<file path="src/hdl/fetch_pkg.sv">
package fetch_pkg;

    // ****************************************
    // widths
    // ****************************************

    localparam int unsigned xlen = 32;

    // ****************************************
    // instruction class
    // ****************************************

    // decides how the pc sequencer waits before it advances.
    typedef enum logic [2:0] {
        cls_alu,
        cls_mem,
        cls_muldiv,
        cls_ctrl,
        cls_jal
    } inst_class_e;

    // ****************************************
    // channel payloads
    // ****************************************

    // fetch request from the sequencer to the bus master.
    typedef struct packed {
        logic [xlen-1:0] addr;
    } fetch_req_t;

    // fetched word, fault is set on a non-OKAY rresp.
    typedef struct packed {
        logic [xlen-1:0] inst;
        logic            fault;
    } fetch_rsp_t;

    // what decode sees.
    typedef struct packed {
        logic [xlen-1:0] pc;
        logic [xlen-1:0] inst;
        inst_class_e     cls;
        logic            fault;
    } fetch_out_t;

    // branch or jalr outcome from execute.
    typedef struct packed {
        logic            valid;
        logic [xlen-1:0] target;
    } redirect_t;

    // pre-decoder result for the held instruction.
    typedef struct packed {
        inst_class_e     cls;
        logic [xlen-1:0] jal_target;
    } predecode_t;

endpackage

</file>
<file path="src/hdl/pc_sequencer.sv">
`timescale 1ns/1ns

module pc_sequencer #(
    parameter logic [fetch_pkg::xlen-1:0] reset_pc = 32'h8000_0000
) (
    input  logic                  clk,
    input  logic                  rst_n,
    input  logic                  rsp_valid,
    input  fetch_pkg::fetch_rsp_t rsp,
    input  fetch_pkg::predecode_t pdec,
    input  logic                  out_ready,
    input  logic                  mem_done,
    input  logic                  md_done,
    input  fetch_pkg::redirect_t  redirect,
    output logic                  req_valid,
    output fetch_pkg::fetch_req_t req,
    output fetch_pkg::fetch_out_t out,
    output logic                  out_valid
);

    localparam int unsigned xlen = fetch_pkg::xlen;
    localparam logic [xlen-1:0] pc_step = 4;

    typedef enum logic [2:0] {
        st_idle,
        st_req,
        st_resp,
        st_deliver,
        st_wait_mem,
        st_wait_md,
        st_wait_redir,
        st_halt
    } state_e;

    state_e          state;
    state_e          state_nxt;
    logic [xlen-1:0] pc;
    logic [xlen-1:0] pc_nxt;
    logic [xlen-1:0] hold_pc;
    logic [xlen-1:0] hold_inst;
    logic            hold_fault;
    logic            out_fire;

    assign out_fire = out_valid && out_ready;

    // ****************************************
    // next state and next pc
    // ****************************************

    always_comb begin
        state_nxt = state;
        pc_nxt    = pc;
        case (state)
            st_idle: begin
                state_nxt = st_req;
            end
            // master is idle here, so the request is always taken.
            st_req: begin
                state_nxt = st_resp;
            end
            st_resp: begin
                if (rsp_valid) begin
                    state_nxt = st_deliver;
                end
            end
            st_deliver: begin
                if (out_fire) begin
                    if (hold_fault) begin
                        state_nxt = st_halt;
                    end else begin
                        case (pdec.cls)
                            fetch_pkg::cls_mem:    state_nxt = st_wait_mem;
                            fetch_pkg::cls_muldiv: state_nxt = st_wait_md;
                            fetch_pkg::cls_ctrl:   state_nxt = st_wait_redir;
                            fetch_pkg::cls_jal: begin
                                pc_nxt    = pdec.jal_target;
                                state_nxt = st_req;
                            end
                            default: begin
                                pc_nxt    = pc + pc_step;
                                state_nxt = st_req;
                            end
                        endcase
                    end
                end
            end
            st_wait_mem: begin
                if (mem_done) begin
                    pc_nxt    = pc + pc_step;
                    state_nxt = st_req;
                end
            end
            st_wait_md: begin
                if (md_done) begin
                    pc_nxt    = pc + pc_step;
                    state_nxt = st_req;
                end
            end
            // a fault parks here until execute supplies a new pc.
            st_wait_redir, st_halt: begin
                if (redirect.valid) begin
                    pc_nxt    = redirect.target;
                    state_nxt = st_req;
                end
            end
            default: begin
                state_nxt = st_idle;
            end
        endcase
    end

    // ****************************************
    // registers
    // ****************************************

    always_ff @(posedge clk or negedge rst_n) begin
        if (!rst_n) begin
            state <= st_idle;
            pc    <= reset_pc;
        end else begin
            state <= state_nxt;
            pc    <= pc_nxt;
        end
    end

    // output register, loaded when the word arrives.
    always_ff @(posedge clk) begin
        if (state == st_resp && rsp_valid) begin
            hold_pc    <= pc;
            hold_inst  <= rsp.inst;
            hold_fault <= rsp.fault;
        end
    end

    assign req_valid = (state == st_req);
    assign req.addr  = pc;

    assign out_valid = (state == st_deliver);
    assign out.pc    = hold_pc;
    assign out.inst  = hold_inst;
    assign out.cls   = pdec.cls;
    assign out.fault = hold_fault;

endmodule

</file>
<file path="src/hdl/axil_fetch_master.sv">
`timescale 1ns/1ns

module axil_fetch_master (
    input  logic                        clk,
    input  logic                        rst_n,
    input  logic                        req_valid,
    input  fetch_pkg::fetch_req_t       req,
    input  logic                        arready,
    input  logic                        rvalid,
    input  logic [fetch_pkg::xlen-1:0]  rdata,
    input  logic [1:0]                  rresp,
    output logic [fetch_pkg::xlen-1:0]  araddr,
    output logic [2:0]                  arprot,
    output logic                        arvalid,
    output logic                        rready,
    output logic                        rsp_valid,
    output fetch_pkg::fetch_rsp_t       rsp
);

    // instruction, privileged, secure.
    localparam logic [2:0] prot_fetch = 3'b101;
    localparam logic [1:0] resp_okay  = 2'b00;

    typedef enum logic [1:0] {
        m_idle,
        m_addr,
        m_data
    } mstate_e;

    mstate_e state;
    logic    ar_fire;
    logic    r_fire;

    assign ar_fire = arvalid && arready;
    assign r_fire  = rvalid && rready;

    always_ff @(posedge clk or negedge rst_n) begin
        if (!rst_n) begin
            state     <= m_idle;
            rsp_valid <= 1'b0;
        end else begin
            rsp_valid <= 1'b0;
            case (state)
                m_idle: begin
                    if (req_valid) begin
                        state <= m_addr;
                    end
                end
                m_addr: begin
                    if (ar_fire) begin
                        state <= m_data;
                    end
                end
                m_data: begin
                    if (r_fire) begin
                        state     <= m_idle;
                        rsp_valid <= 1'b1;
                    end
                end
                default: begin
                    state <= m_idle;
                end
            endcase
        end
    end

    // address and returned word.
    always_ff @(posedge clk) begin
        if (state == m_idle && req_valid) begin
            araddr <= req.addr;
        end
        if (r_fire) begin
            rsp.inst  <= rdata;
            rsp.fault <= (rresp != resp_okay);
        end
    end

    assign arvalid = (state == m_addr);
    assign rready  = (state == m_data);
    assign arprot  = prot_fetch;

endmodule

</file>
<file path="src/hdl/inst_predecode.sv">
`timescale 1ns/1ns

module inst_predecode (
    input  logic [fetch_pkg::xlen-1:0] inst,
    input  logic [fetch_pkg::xlen-1:0] pc,
    output fetch_pkg::predecode_t      pdec
);

    localparam int unsigned xlen = fetch_pkg::xlen;

    // ****************************************
    // rv32 opcodes
    // ****************************************

    localparam logic [6:0] op_load   = 7'b0000011;
    localparam logic [6:0] op_store  = 7'b0100011;
    localparam logic [6:0] op_reg    = 7'b0110011;
    localparam logic [6:0] op_branch = 7'b1100011;
    localparam logic [6:0] op_jalr   = 7'b1100111;
    localparam logic [6:0] op_jal    = 7'b1101111;

    // M extension lives in the register opcode.
    localparam logic [6:0] funct7_muldiv = 7'b0000001;

    logic [6:0]             opcode;
    logic [6:0]             funct7;
    logic [xlen-1:0]        j_imm;
    fetch_pkg::inst_class_e cls;

    assign opcode = inst[6:0];
    assign funct7 = inst[31:25];

    // j-type immediate, sign extended, bit 0 always zero.
    assign j_imm = {{12{inst[31]}}, inst[19:12], inst[20], inst[30:21], 1'b0};

    always_comb begin
        case (opcode)
            op_load, op_store: begin
                cls = fetch_pkg::cls_mem;
            end
            op_reg: begin
                if (funct7 == funct7_muldiv) begin
                    cls = fetch_pkg::cls_muldiv;
                end else begin
                    cls = fetch_pkg::cls_alu;
                end
            end
            op_jalr, op_branch: begin
                cls = fetch_pkg::cls_ctrl;
            end
            op_jal: begin
                cls = fetch_pkg::cls_jal;
            end
            default: begin
                cls = fetch_pkg::cls_alu;
            end
        endcase
    end

    assign pdec.cls        = cls;
    assign pdec.jal_target = pc + j_imm;

endmodule

</file>
<file path="src/hdl/fetch_unit.sv">
`timescale 1ns/1ns

module fetch_unit #(
    parameter logic [fetch_pkg::xlen-1:0] reset_pc = 32'h8000_0000
) (
    input  logic                        clk,
    input  logic                        rst_n,
    input  logic                        arready,
    input  logic                        rvalid,
    input  logic [fetch_pkg::xlen-1:0]  rdata,
    input  logic [1:0]                  rresp,
    input  logic                        out_ready,
    input  logic                        mem_done,
    input  logic                        md_done,
    input  fetch_pkg::redirect_t        redirect,
    output logic [fetch_pkg::xlen-1:0]  araddr,
    output logic [2:0]                  arprot,
    output logic                        arvalid,
    output logic                        rready,
    output fetch_pkg::fetch_out_t       out,
    output logic                        out_valid
);

    logic                  req_valid;
    fetch_pkg::fetch_req_t req;
    logic                  rsp_valid;
    fetch_pkg::fetch_rsp_t rsp;
    fetch_pkg::predecode_t pdec;

    pc_sequencer #(
        .reset_pc (reset_pc)
    ) pc_sequencer_i (
        .clk       (clk),
        .rst_n     (rst_n),
        .rsp_valid (rsp_valid),
        .rsp       (rsp),
        .pdec      (pdec),
        .out_ready (out_ready),
        .mem_done  (mem_done),
        .md_done   (md_done),
        .redirect  (redirect),
        .req_valid (req_valid),
        .req       (req),
        .out       (out),
        .out_valid (out_valid)
    );

    axil_fetch_master axil_fetch_master_i (
        .clk       (clk),
        .rst_n     (rst_n),
        .req_valid (req_valid),
        .req       (req),
        .arready   (arready),
        .rvalid    (rvalid),
        .rdata     (rdata),
        .rresp     (rresp),
        .araddr    (araddr),
        .arprot    (arprot),
        .arvalid   (arvalid),
        .rready    (rready),
        .rsp_valid (rsp_valid),
        .rsp       (rsp)
    );

    // classifies the word held in the output register.
    inst_predecode inst_predecode_i (
        .inst (out.inst),
        .pc   (out.pc),
        .pdec (pdec)
    );

endmodule

</file>
<file path="config.mk">
export PLATFORM = sky130hd
export DESIGN_NAME = fetch_unit
export DESIGN_NICKNAME = d
export VERILOG_FILES = /design/src/hdl/fetch_pkg.sv /design/src/hdl/pc_sequencer.sv /design/src/hdl/axil_fetch_master.sv /design/src/hdl/inst_predecode.sv /design/src/hdl/fetch_unit.sv
export SDC_FILE = /design/constraint.sdc
export NUM_CORES = 1
export LEC_CHECK = 0
export BUFFER_PORTS_ARGS = -buffer_cell sky130_fd_sc_hd__buf_2
export CAP_MARGIN = 40
export CORE_ASPECT_RATIO = 1.4
export CORE_MARGIN = 2
export CORE_UTILIZATION = 50
export CTS_BUF_LIST = sky130_fd_sc_hd__clkbuf_8 sky130_fd_sc_hd__clkbuf_16
export DETAILED_ROUTE_END_ITERATION = 10
export PLACE_DENSITY = 0.77
export SLEW_MARGIN = 5
export SYNTH_ARGS = -nofsm -noshare
export SYNTH_HDL_FRONTEND = slang
export SYNTH_SLANG_ARGS = --single-unit
</file>
<file path="constraint.sdc">
create_clock -name clk -period 5 [get_ports clk]
set_clock_uncertainty 0.2 [all_clocks]
set_input_delay 1.25 -clock clk [delete_from_list [all_inputs] [get_ports clk]]
set_output_delay 1.25 -clock clk [all_outputs]
set_load 0.005 [all_outputs]
</file>
# Word level (Yosys, flattened, before mapping)
# Cells that the tools add are included.
# word_totals
ff_bits	168
in_bits	74
# classes
mux	23
eq_ne	30
addsub	2
reduce_logical	16
# ops
op	count
$mux W32	5
$pmux W32 S4	1
$pmux W32 S2	1
$add A32 B3 Y32 const B	1
$add A32 B32 Y32	1
$eq A7 B7 Y1 const B	3
$pmux W3 S7	1
$mux W3	6
$ne A2 B2 Y1 const B	8
$eq A3 B3 Y1 const B	5
$eq A7 B6 Y1 const B	2
$eq A3 B2 Y1 const B	4
$pmux W3 S4	1
$pmux W3 S3	1
$mux W2	4
$eq A7 B1 Y1 const B	1
$eq A7 B2 Y1 const B	1
$reduce_and A7 Y1	1
$eq A3 B1 Y1 const B	2
$pmux W2 S3	1
$reduce_or A2 Y1	3
$logic_and A1 B1 Y1	5
$reduce_and A5 Y1	1
$ne A2 B1 Y1 const B	2
9 further kinds	10

# Longest topological paths before layout
# logic_depth
word_depth	9
mapped_depth	11
depth_no_buf	10

# Hierarchy
# From an unflattened synthesis, not the netlist that was laid out.
# unflattened
cells_unflattened	740
area_unflattened_um2	8505.7
# by_module_without_submodules
mod	instances	area_each_um2	cells_each
pc_sequencer	1	4453.0	370
axil_fetch_master	1	2117.0	82
inst_predecode	1	1935.6	288

# Least setup slack after synthesis
# Ideal clock, no wire load.
# synth_path
path_type	register to register
startpoint	reg pc_sequencer_i.state[1]
endpoint	reg axil_fetch_master_i.araddr[0] (netlist name), enable pin
arrival_ns	3.971
synth_period_minus_slack_ns	4.672
setup_slack_ns	0.328
path_stages_with_launch	4
cell_sequence	dfrtp_1 clkbuf_1 clkbuf_1 nor4_1
# synth_between
elab_chain_cells	2
# synth_rtl
item	line	rtl
start: declaration	pc_sequencer.sv:35	state_e state;
start signal: assignment	pc_sequencer.sv:118	state <= st_idle;
start signal: assignment	pc_sequencer.sv:121	state <= state_nxt;
$eq A3 B1 Y1	pc_sequencer.sv:135	assign req_valid = (state == st_req);
$logic_and A1 B1 Y1	axil_fetch_master.sv:69	if (state == m_idle && req_valid) begin
end signal: assignment	axil_fetch_master.sv:70	araddr <= req.addr;
end: declaration	axil_fetch_master.sv:12	output logic [fetch_pkg::xlen-1:0] araddr,
# Every way passes these cells.
# A chain may end at the register's enable or synchronous reset.

==> flow_results.xml <==
<?xml version="1.0" encoding="UTF-8"?>
<metrics>
  <group name="timing">
    <metric name="timing_worst_slew_pin_value" unit="ps">888</metric>
    <metric name="period_minus_slack" unit="ps">3550</metric>
    <metric name="timing_hold_violations_final" unit="">0</metric>
    <metric name="final_critical_path_setup_slack" unit="ps">1450</metric>
    <metric name="rsz_0062_raised_after_global_routing" unit="">no</metric>
    <metric name="highest_clock_rate" unit="GHz">0.282</metric>
    <metric name="setup_total_negative_slack" unit="ps">0</metric>
    <metric name="period_utilization" unit="%">71.0</metric>
    <metric name="maxSlewViolCount" unit="">0</metric>
    <metric name="number_of_setup_violations_in_the_final_report" unit="">0</metric>
    <metric name="timing.slew.headroom" unit="%">40.6</metric>
  </group>
  <group name="clock_tree">
    <metric name="numClockSinks" unit="">168</metric>
    <metric name="cts_max_path_buffers" unit="">2</metric>
    <metric name="tritoncts" unit="">done</metric>
    <metric name="cts-resized-gates" unit="">0</metric>
    <metric name="cts_post_setup_buffers_inserted" unit="">0</metric>
    <metric name="clkLatencyLatePin" unit="ps">440</metric>
    <metric name="ctsHtreeMaxLevel" unit="">4</metric>
    <metric name="hold_buffers" unit="">0</metric>
    <metric name="clk_root_buffer_cell" unit="">sky130_fd_sc_hd__clkbuf_16</metric>
    <metric name="clk_transition_reported_paths" unit="ps">70</metric>
    <metric name="total_clock_buffers_created_by_cts" unit="">17</metric>
  </group>
  <group name="grt">
    <metric name="grt_use_total" unit="%">25.5</metric>
    <metric name="pin_count_of_the_biggest_net_entering_global_routing" unit="">43</metric>
    <metric name="antenna_violations_before_repair" unit="">0</metric>
    <metric name="grt_pass1_vias" unit="">6683</metric>
    <metric name="grt_first_pass_wirelength" unit="um">35700</metric>
    <metric name="grt_overflow_total" unit="">0</metric>
  </group>
  <group name="cells_and_area">
    <metric name="multi_input_comb_area" unit="sq um">3560</metric>
    <metric name="design.final.nets" unit="">1024</metric>
    <metric name="diodes" unit="">0</metric>
    <metric name="area_growth_syn_to_layout" unit="%">20.0</metric>
    <metric name="sequential_cell_area" unit="sq um">4860</metric>
    <metric name="fillCellCount" unit="">1376</metric>
    <metric name="layout_cell_share_with_drive_strength_beyond_1" unit="%">26.6</metric>
  </group>
  <group name="power">
    <metric name="power.total" unit="uW">4750</metric>
    <metric name="power_leakage" unit="uW">0.00418</metric>
    <metric name="power.density_cell_area" unit="nW/um^2">460</metric>
    <metric name="power.ir.vdd_worst" unit="uV">288</metric>
  </group>
  <group name="floorplanning">
    <metric name="die_h" unit="um">159</metric>
    <metric name="floorplan.core_area" unit="sq um">16800</metric>
    <metric name="fp.dieArea" unit="sq um">18300</metric>
    <metric name="placementRows" unit="">56</metric>
    <metric name="die_width" unit="um">115</metric>
    <metric name="ioPinCount" unit="">180</metric>
    <metric name="initial_util" unit="%">51.1</metric>
  </group>
  <group name="setup_path">
    <metric name="reg2regPathDepth" unit="">7</metric>
    <metric name="worst-endpoint-required" unit="ps">3550</metric>
    <metric name="worstPathMaxFanout" unit="">17</metric>
    <metric name="cp_data_arrival_time" unit="ps">2100</metric>
    <metric name="critPathCaptureType" unit="">output pin</metric>
    <metric name="timing.setup.critical_path_class" unit="">reg -&gt; out</metric>
    <metric name="timing.critical_path.from_type" unit="">flop</metric>
  </group>
  <group name="placement">
    <metric name="gp_congestion" unit="">0.912</metric>
    <metric name="detailed_placer_s_ending_hpwl" unit="um">16900</metric>
    <metric name="dp_slack" unit="ps">1620</metric>
    <metric name="place.port_buffers" unit="">176</metric>
  </group>
  <group name="drt">
    <metric name="detailedRoute.firstIterationViolations" unit="">543</metric>
    <metric name="detailroute.via_count" unit="">6703</metric>
    <metric name="drc" unit="">0</metric>
    <metric name="routed_wire_length_per_instance" unit="um">20.2</metric>
    <metric name="wirelength" unit="um">22900</metric>
    <metric name="vias_per_cell" unit="">5.91</metric>
    <metric name="drt.antenna.violating_nets" unit="">0</metric>
    <metric name="drt_pass1_iterations" unit="">6</metric>
  </group>
  <group name="logic_synthesis">
    <metric name="number_of_enable_flip_flop_cells_after_synthesis" unit="">130</metric>
    <metric name="yosys_warnings" unit="">0</metric>
    <metric name="async_flop_share" unit="%">22.6</metric>
    <metric name="instance_count_of_the_mapped_netlist" unit="">745</metric>
    <metric name="synthesized_area" unit="sq um">8590</metric>
    <metric name="postSynthAreaPerCell" unit="sq um">11.5</metric>
    <metric name="proportion_of_synthesized_chip_area_in_sequential_cells" unit="%">56.5</metric>
    <metric name="number_of_unique_standard_cell_types_used_by_synthesis" unit="">76</metric>
    <metric name="synth-seq-cells" unit="">168</metric>
    <metric name="synth_top_flop_cell" unit="">sky130_fd_sc_hd__edfxtp_1</metric>
  </group>
  <group name="run">
    <metric name="cap_viol_max_count" unit="">0</metric>
  </group>
  <group name="worst_hold_path">
    <metric name="whs_path_depth" unit="">0</metric>
    <metric name="worst_hold_path_type" unit="">reg -&gt; reg</metric>
  </group>
  <group name="outcome">
    <metric name="outcome" unit="">completed</metric>
  </group>
</metrics>
## placed cells by master, fill, tap and decap left out, drive strengths merged, types with 21 or more instances in the layout
cell / instances
nand2: 71
inv: 21
dfrtp: 37
buf: 187
edfxtp: 130
nor2: 58
xnor2: 29
a21oi: 45
ha: 31
o21ai: 41
a21o: 21
## cell usage after synthesis (4+ instances only)
| cell type | n | area share (%) |
|---|---|---|
| sky130_fd_sc_hd__a22oi_1 | 8 | 0.70 |
| sky130_fd_sc_hd__nand2b_1 | 9 | 0.66 |
| sky130_fd_sc_hd__a21o_1 | 19 | 1.7 |
| sky130_fd_sc_hd__nor3_1 | 9 | 0.52 |
| sky130_fd_sc_hd__o2111ai_1 | 4 | 0.41 |
| sky130_fd_sc_hd__nor2b_1 | 4 | 0.29 |
| sky130_fd_sc_hd__edfxtp_1 | 130 | 45 |
| sky130_fd_sc_hd__o31ai_1 | 7 | 0.61 |
| sky130_fd_sc_hd__inv_1 | 13 | 0.57 |
| sky130_fd_sc_hd__and2_1 | 11 | 0.80 |
| sky130_fd_sc_hd__buf_4 | 4 | 0.35 |
| sky130_fd_sc_hd__o21a_1 | 5 | 0.44 |
| sky130_fd_sc_hd__a21oi_1 | 44 | 2.6 |
| sky130_fd_sc_hd__xor2_1 | 18 | 1.8 |
| sky130_fd_sc_hd__o22ai_1 | 5 | 0.36 |
| sky130_fd_sc_hd__o211ai_1 | 11 | 0.96 |
| sky130_fd_sc_hd__mux2i_1 | 15 | 1.7 |
| sky130_fd_sc_hd__nand4_1 | 17 | 1.2 |
| sky130_fd_sc_hd__dfrtp_1 | 37 | 11 |
| sky130_fd_sc_hd__or3_1 | 7 | 0.51 |
| sky130_fd_sc_hd__a221oi_1 | 4 | 0.41 |
| sky130_fd_sc_hd__nand2_1 | 71 | 3.1 |
| sky130_fd_sc_hd__ha_1 | 31 | 4.5 |
| sky130_fd_sc_hd__clkbuf_1 | 28 | 1.2 |
| sky130_fd_sc_hd__nor2_1 | 58 | 2.5 |
| sky130_fd_sc_hd__o221ai_1 | 6 | 0.61 |
| sky130_fd_sc_hd__xnor2_1 | 29 | 3.0 |
| sky130_fd_sc_hd__o21bai_1 | 4 | 0.35 |
| sky130_fd_sc_hd__and3_1 | 7 | 0.51 |
| sky130_fd_sc_hd__a31oi_1 | 8 | 0.58 |
| sky130_fd_sc_hd__o21ai_0 | 39 | 2.3 |
| sky130_fd_sc_hd__a211oi_1 | 4 | 0.35 |
| sky130_fd_sc_hd__nand3_1 | 17 | 0.99 |
## registers in the layout, summed over array words and instances (netlist names)
register                       count
pc_sequencer_i.hold_fault          1
axil_fetch_master_i.rsp_valid      1
axil_fetch_master_i.rsp           33
pc_sequencer_i.hold_pc            32
pc_sequencer_i.hold_inst          32
pc_sequencer_i.req                32
axil_fetch_master_i.state          2
axil_fetch_master_i.araddr        32
pc_sequencer_i.state               3
## layout make-up
type,instances,area share [%]
inverter,14,0.510
sequential,168,47.1
tap,203,2.46
clock inverter,15,1.57
multi-input combinational,530,34.5
timing repair buffer,187,9.73
clock buffer,17,4.13
## report_power, final
group / switching, uW / internal [uW] / leakage, uW
Combinational: 766 / 534 / 0.00228
Sequential: 295 / 1860 / 0.00163
Clock: 629 / 668 / 0.000281
Total: 1690 / 3060 / 0.00418
## routing by layer
layer  GRT usage (%)  part of all wire, %  vias up
met5               0                    0        -
met2            44.8                   53      270
li1                -                    -     3154
met3            5.63                  5.7       60
met1            29.9                   38     3219
met4            10.5                  3.2        0
## path summary, 6_finish.rpt
kind | startpoint | end | slack, ps
setup reg to reg | pc_sequencer_i.hold_inst[31]$_DFFE_PP_ | pc_sequencer_i.req[19]$_DFFE_PN0P_ | 1550
hold reg to reg | axil_fetch_master_i.rsp[25]$_DFFE_PP_ | pc_sequencer_i.hold_inst[24]$_DFFE_PP_ | 210
min in group asynchronous | rst_n | axil_fetch_master_i.rsp_valid$_DFF_PN0_ | 570
max in group asynchronous | rst_n | pc_sequencer_i.req[31]$_DFFE_PN1P_ | 3480
setup / recovery | pc_sequencer_i.hold_inst[4]$_DFFE_PP_ | out[3] | 1450
hold / removal | axil_fetch_master_i.rsp[25]$_DFFE_PP_ | pc_sequencer_i.hold_inst[24]$_DFFE_PP_ | 210
## critical path, stage by stage, from the launching register on
cell and delay, ps:
sky130_fd_sc_hd__edfxtp_1 440, sky130_fd_sc_hd__nand3b_1 270, sky130_fd_sc_hd__or2_2 500, sky130_fd_sc_hd__inv_2 270, sky130_fd_sc_hd__buf_2 170
## cells by family (layout without fill, tap and decap cells)
kind of cell	after synthesis	in the layout	synth area share [%]
other	2	3	0.0874
XOR/XNOR	47	47	4.79
AO/OA/AOI/OAI	202	202	16.4
AND/OR/NAND/NOR	227	227	12.8
flip-flops	168	168	56.5
adder cells (fa/ha/maj)	32	32	4.75
multiplexers	19	19	2.31
buffers and inverters	48	233	2.30
## per-stage QoR
step / utilization, % / cell area (sq um) / instances / hold slack, ps
final: 61.3 / 10300 / 1134 / 214
after global routing: 61.3 / 10300 / 1134 / 227
after CTS: 61.3 / 10300 / 1134 / 219
after detailed placement: 57.8 / 9720 / 1102 / 205
after global placement: 57.6 / 9680 / 1100 / 200
after floorplan: - / 8600 / 746 / 200
Power figures use the tool's default switching activity.
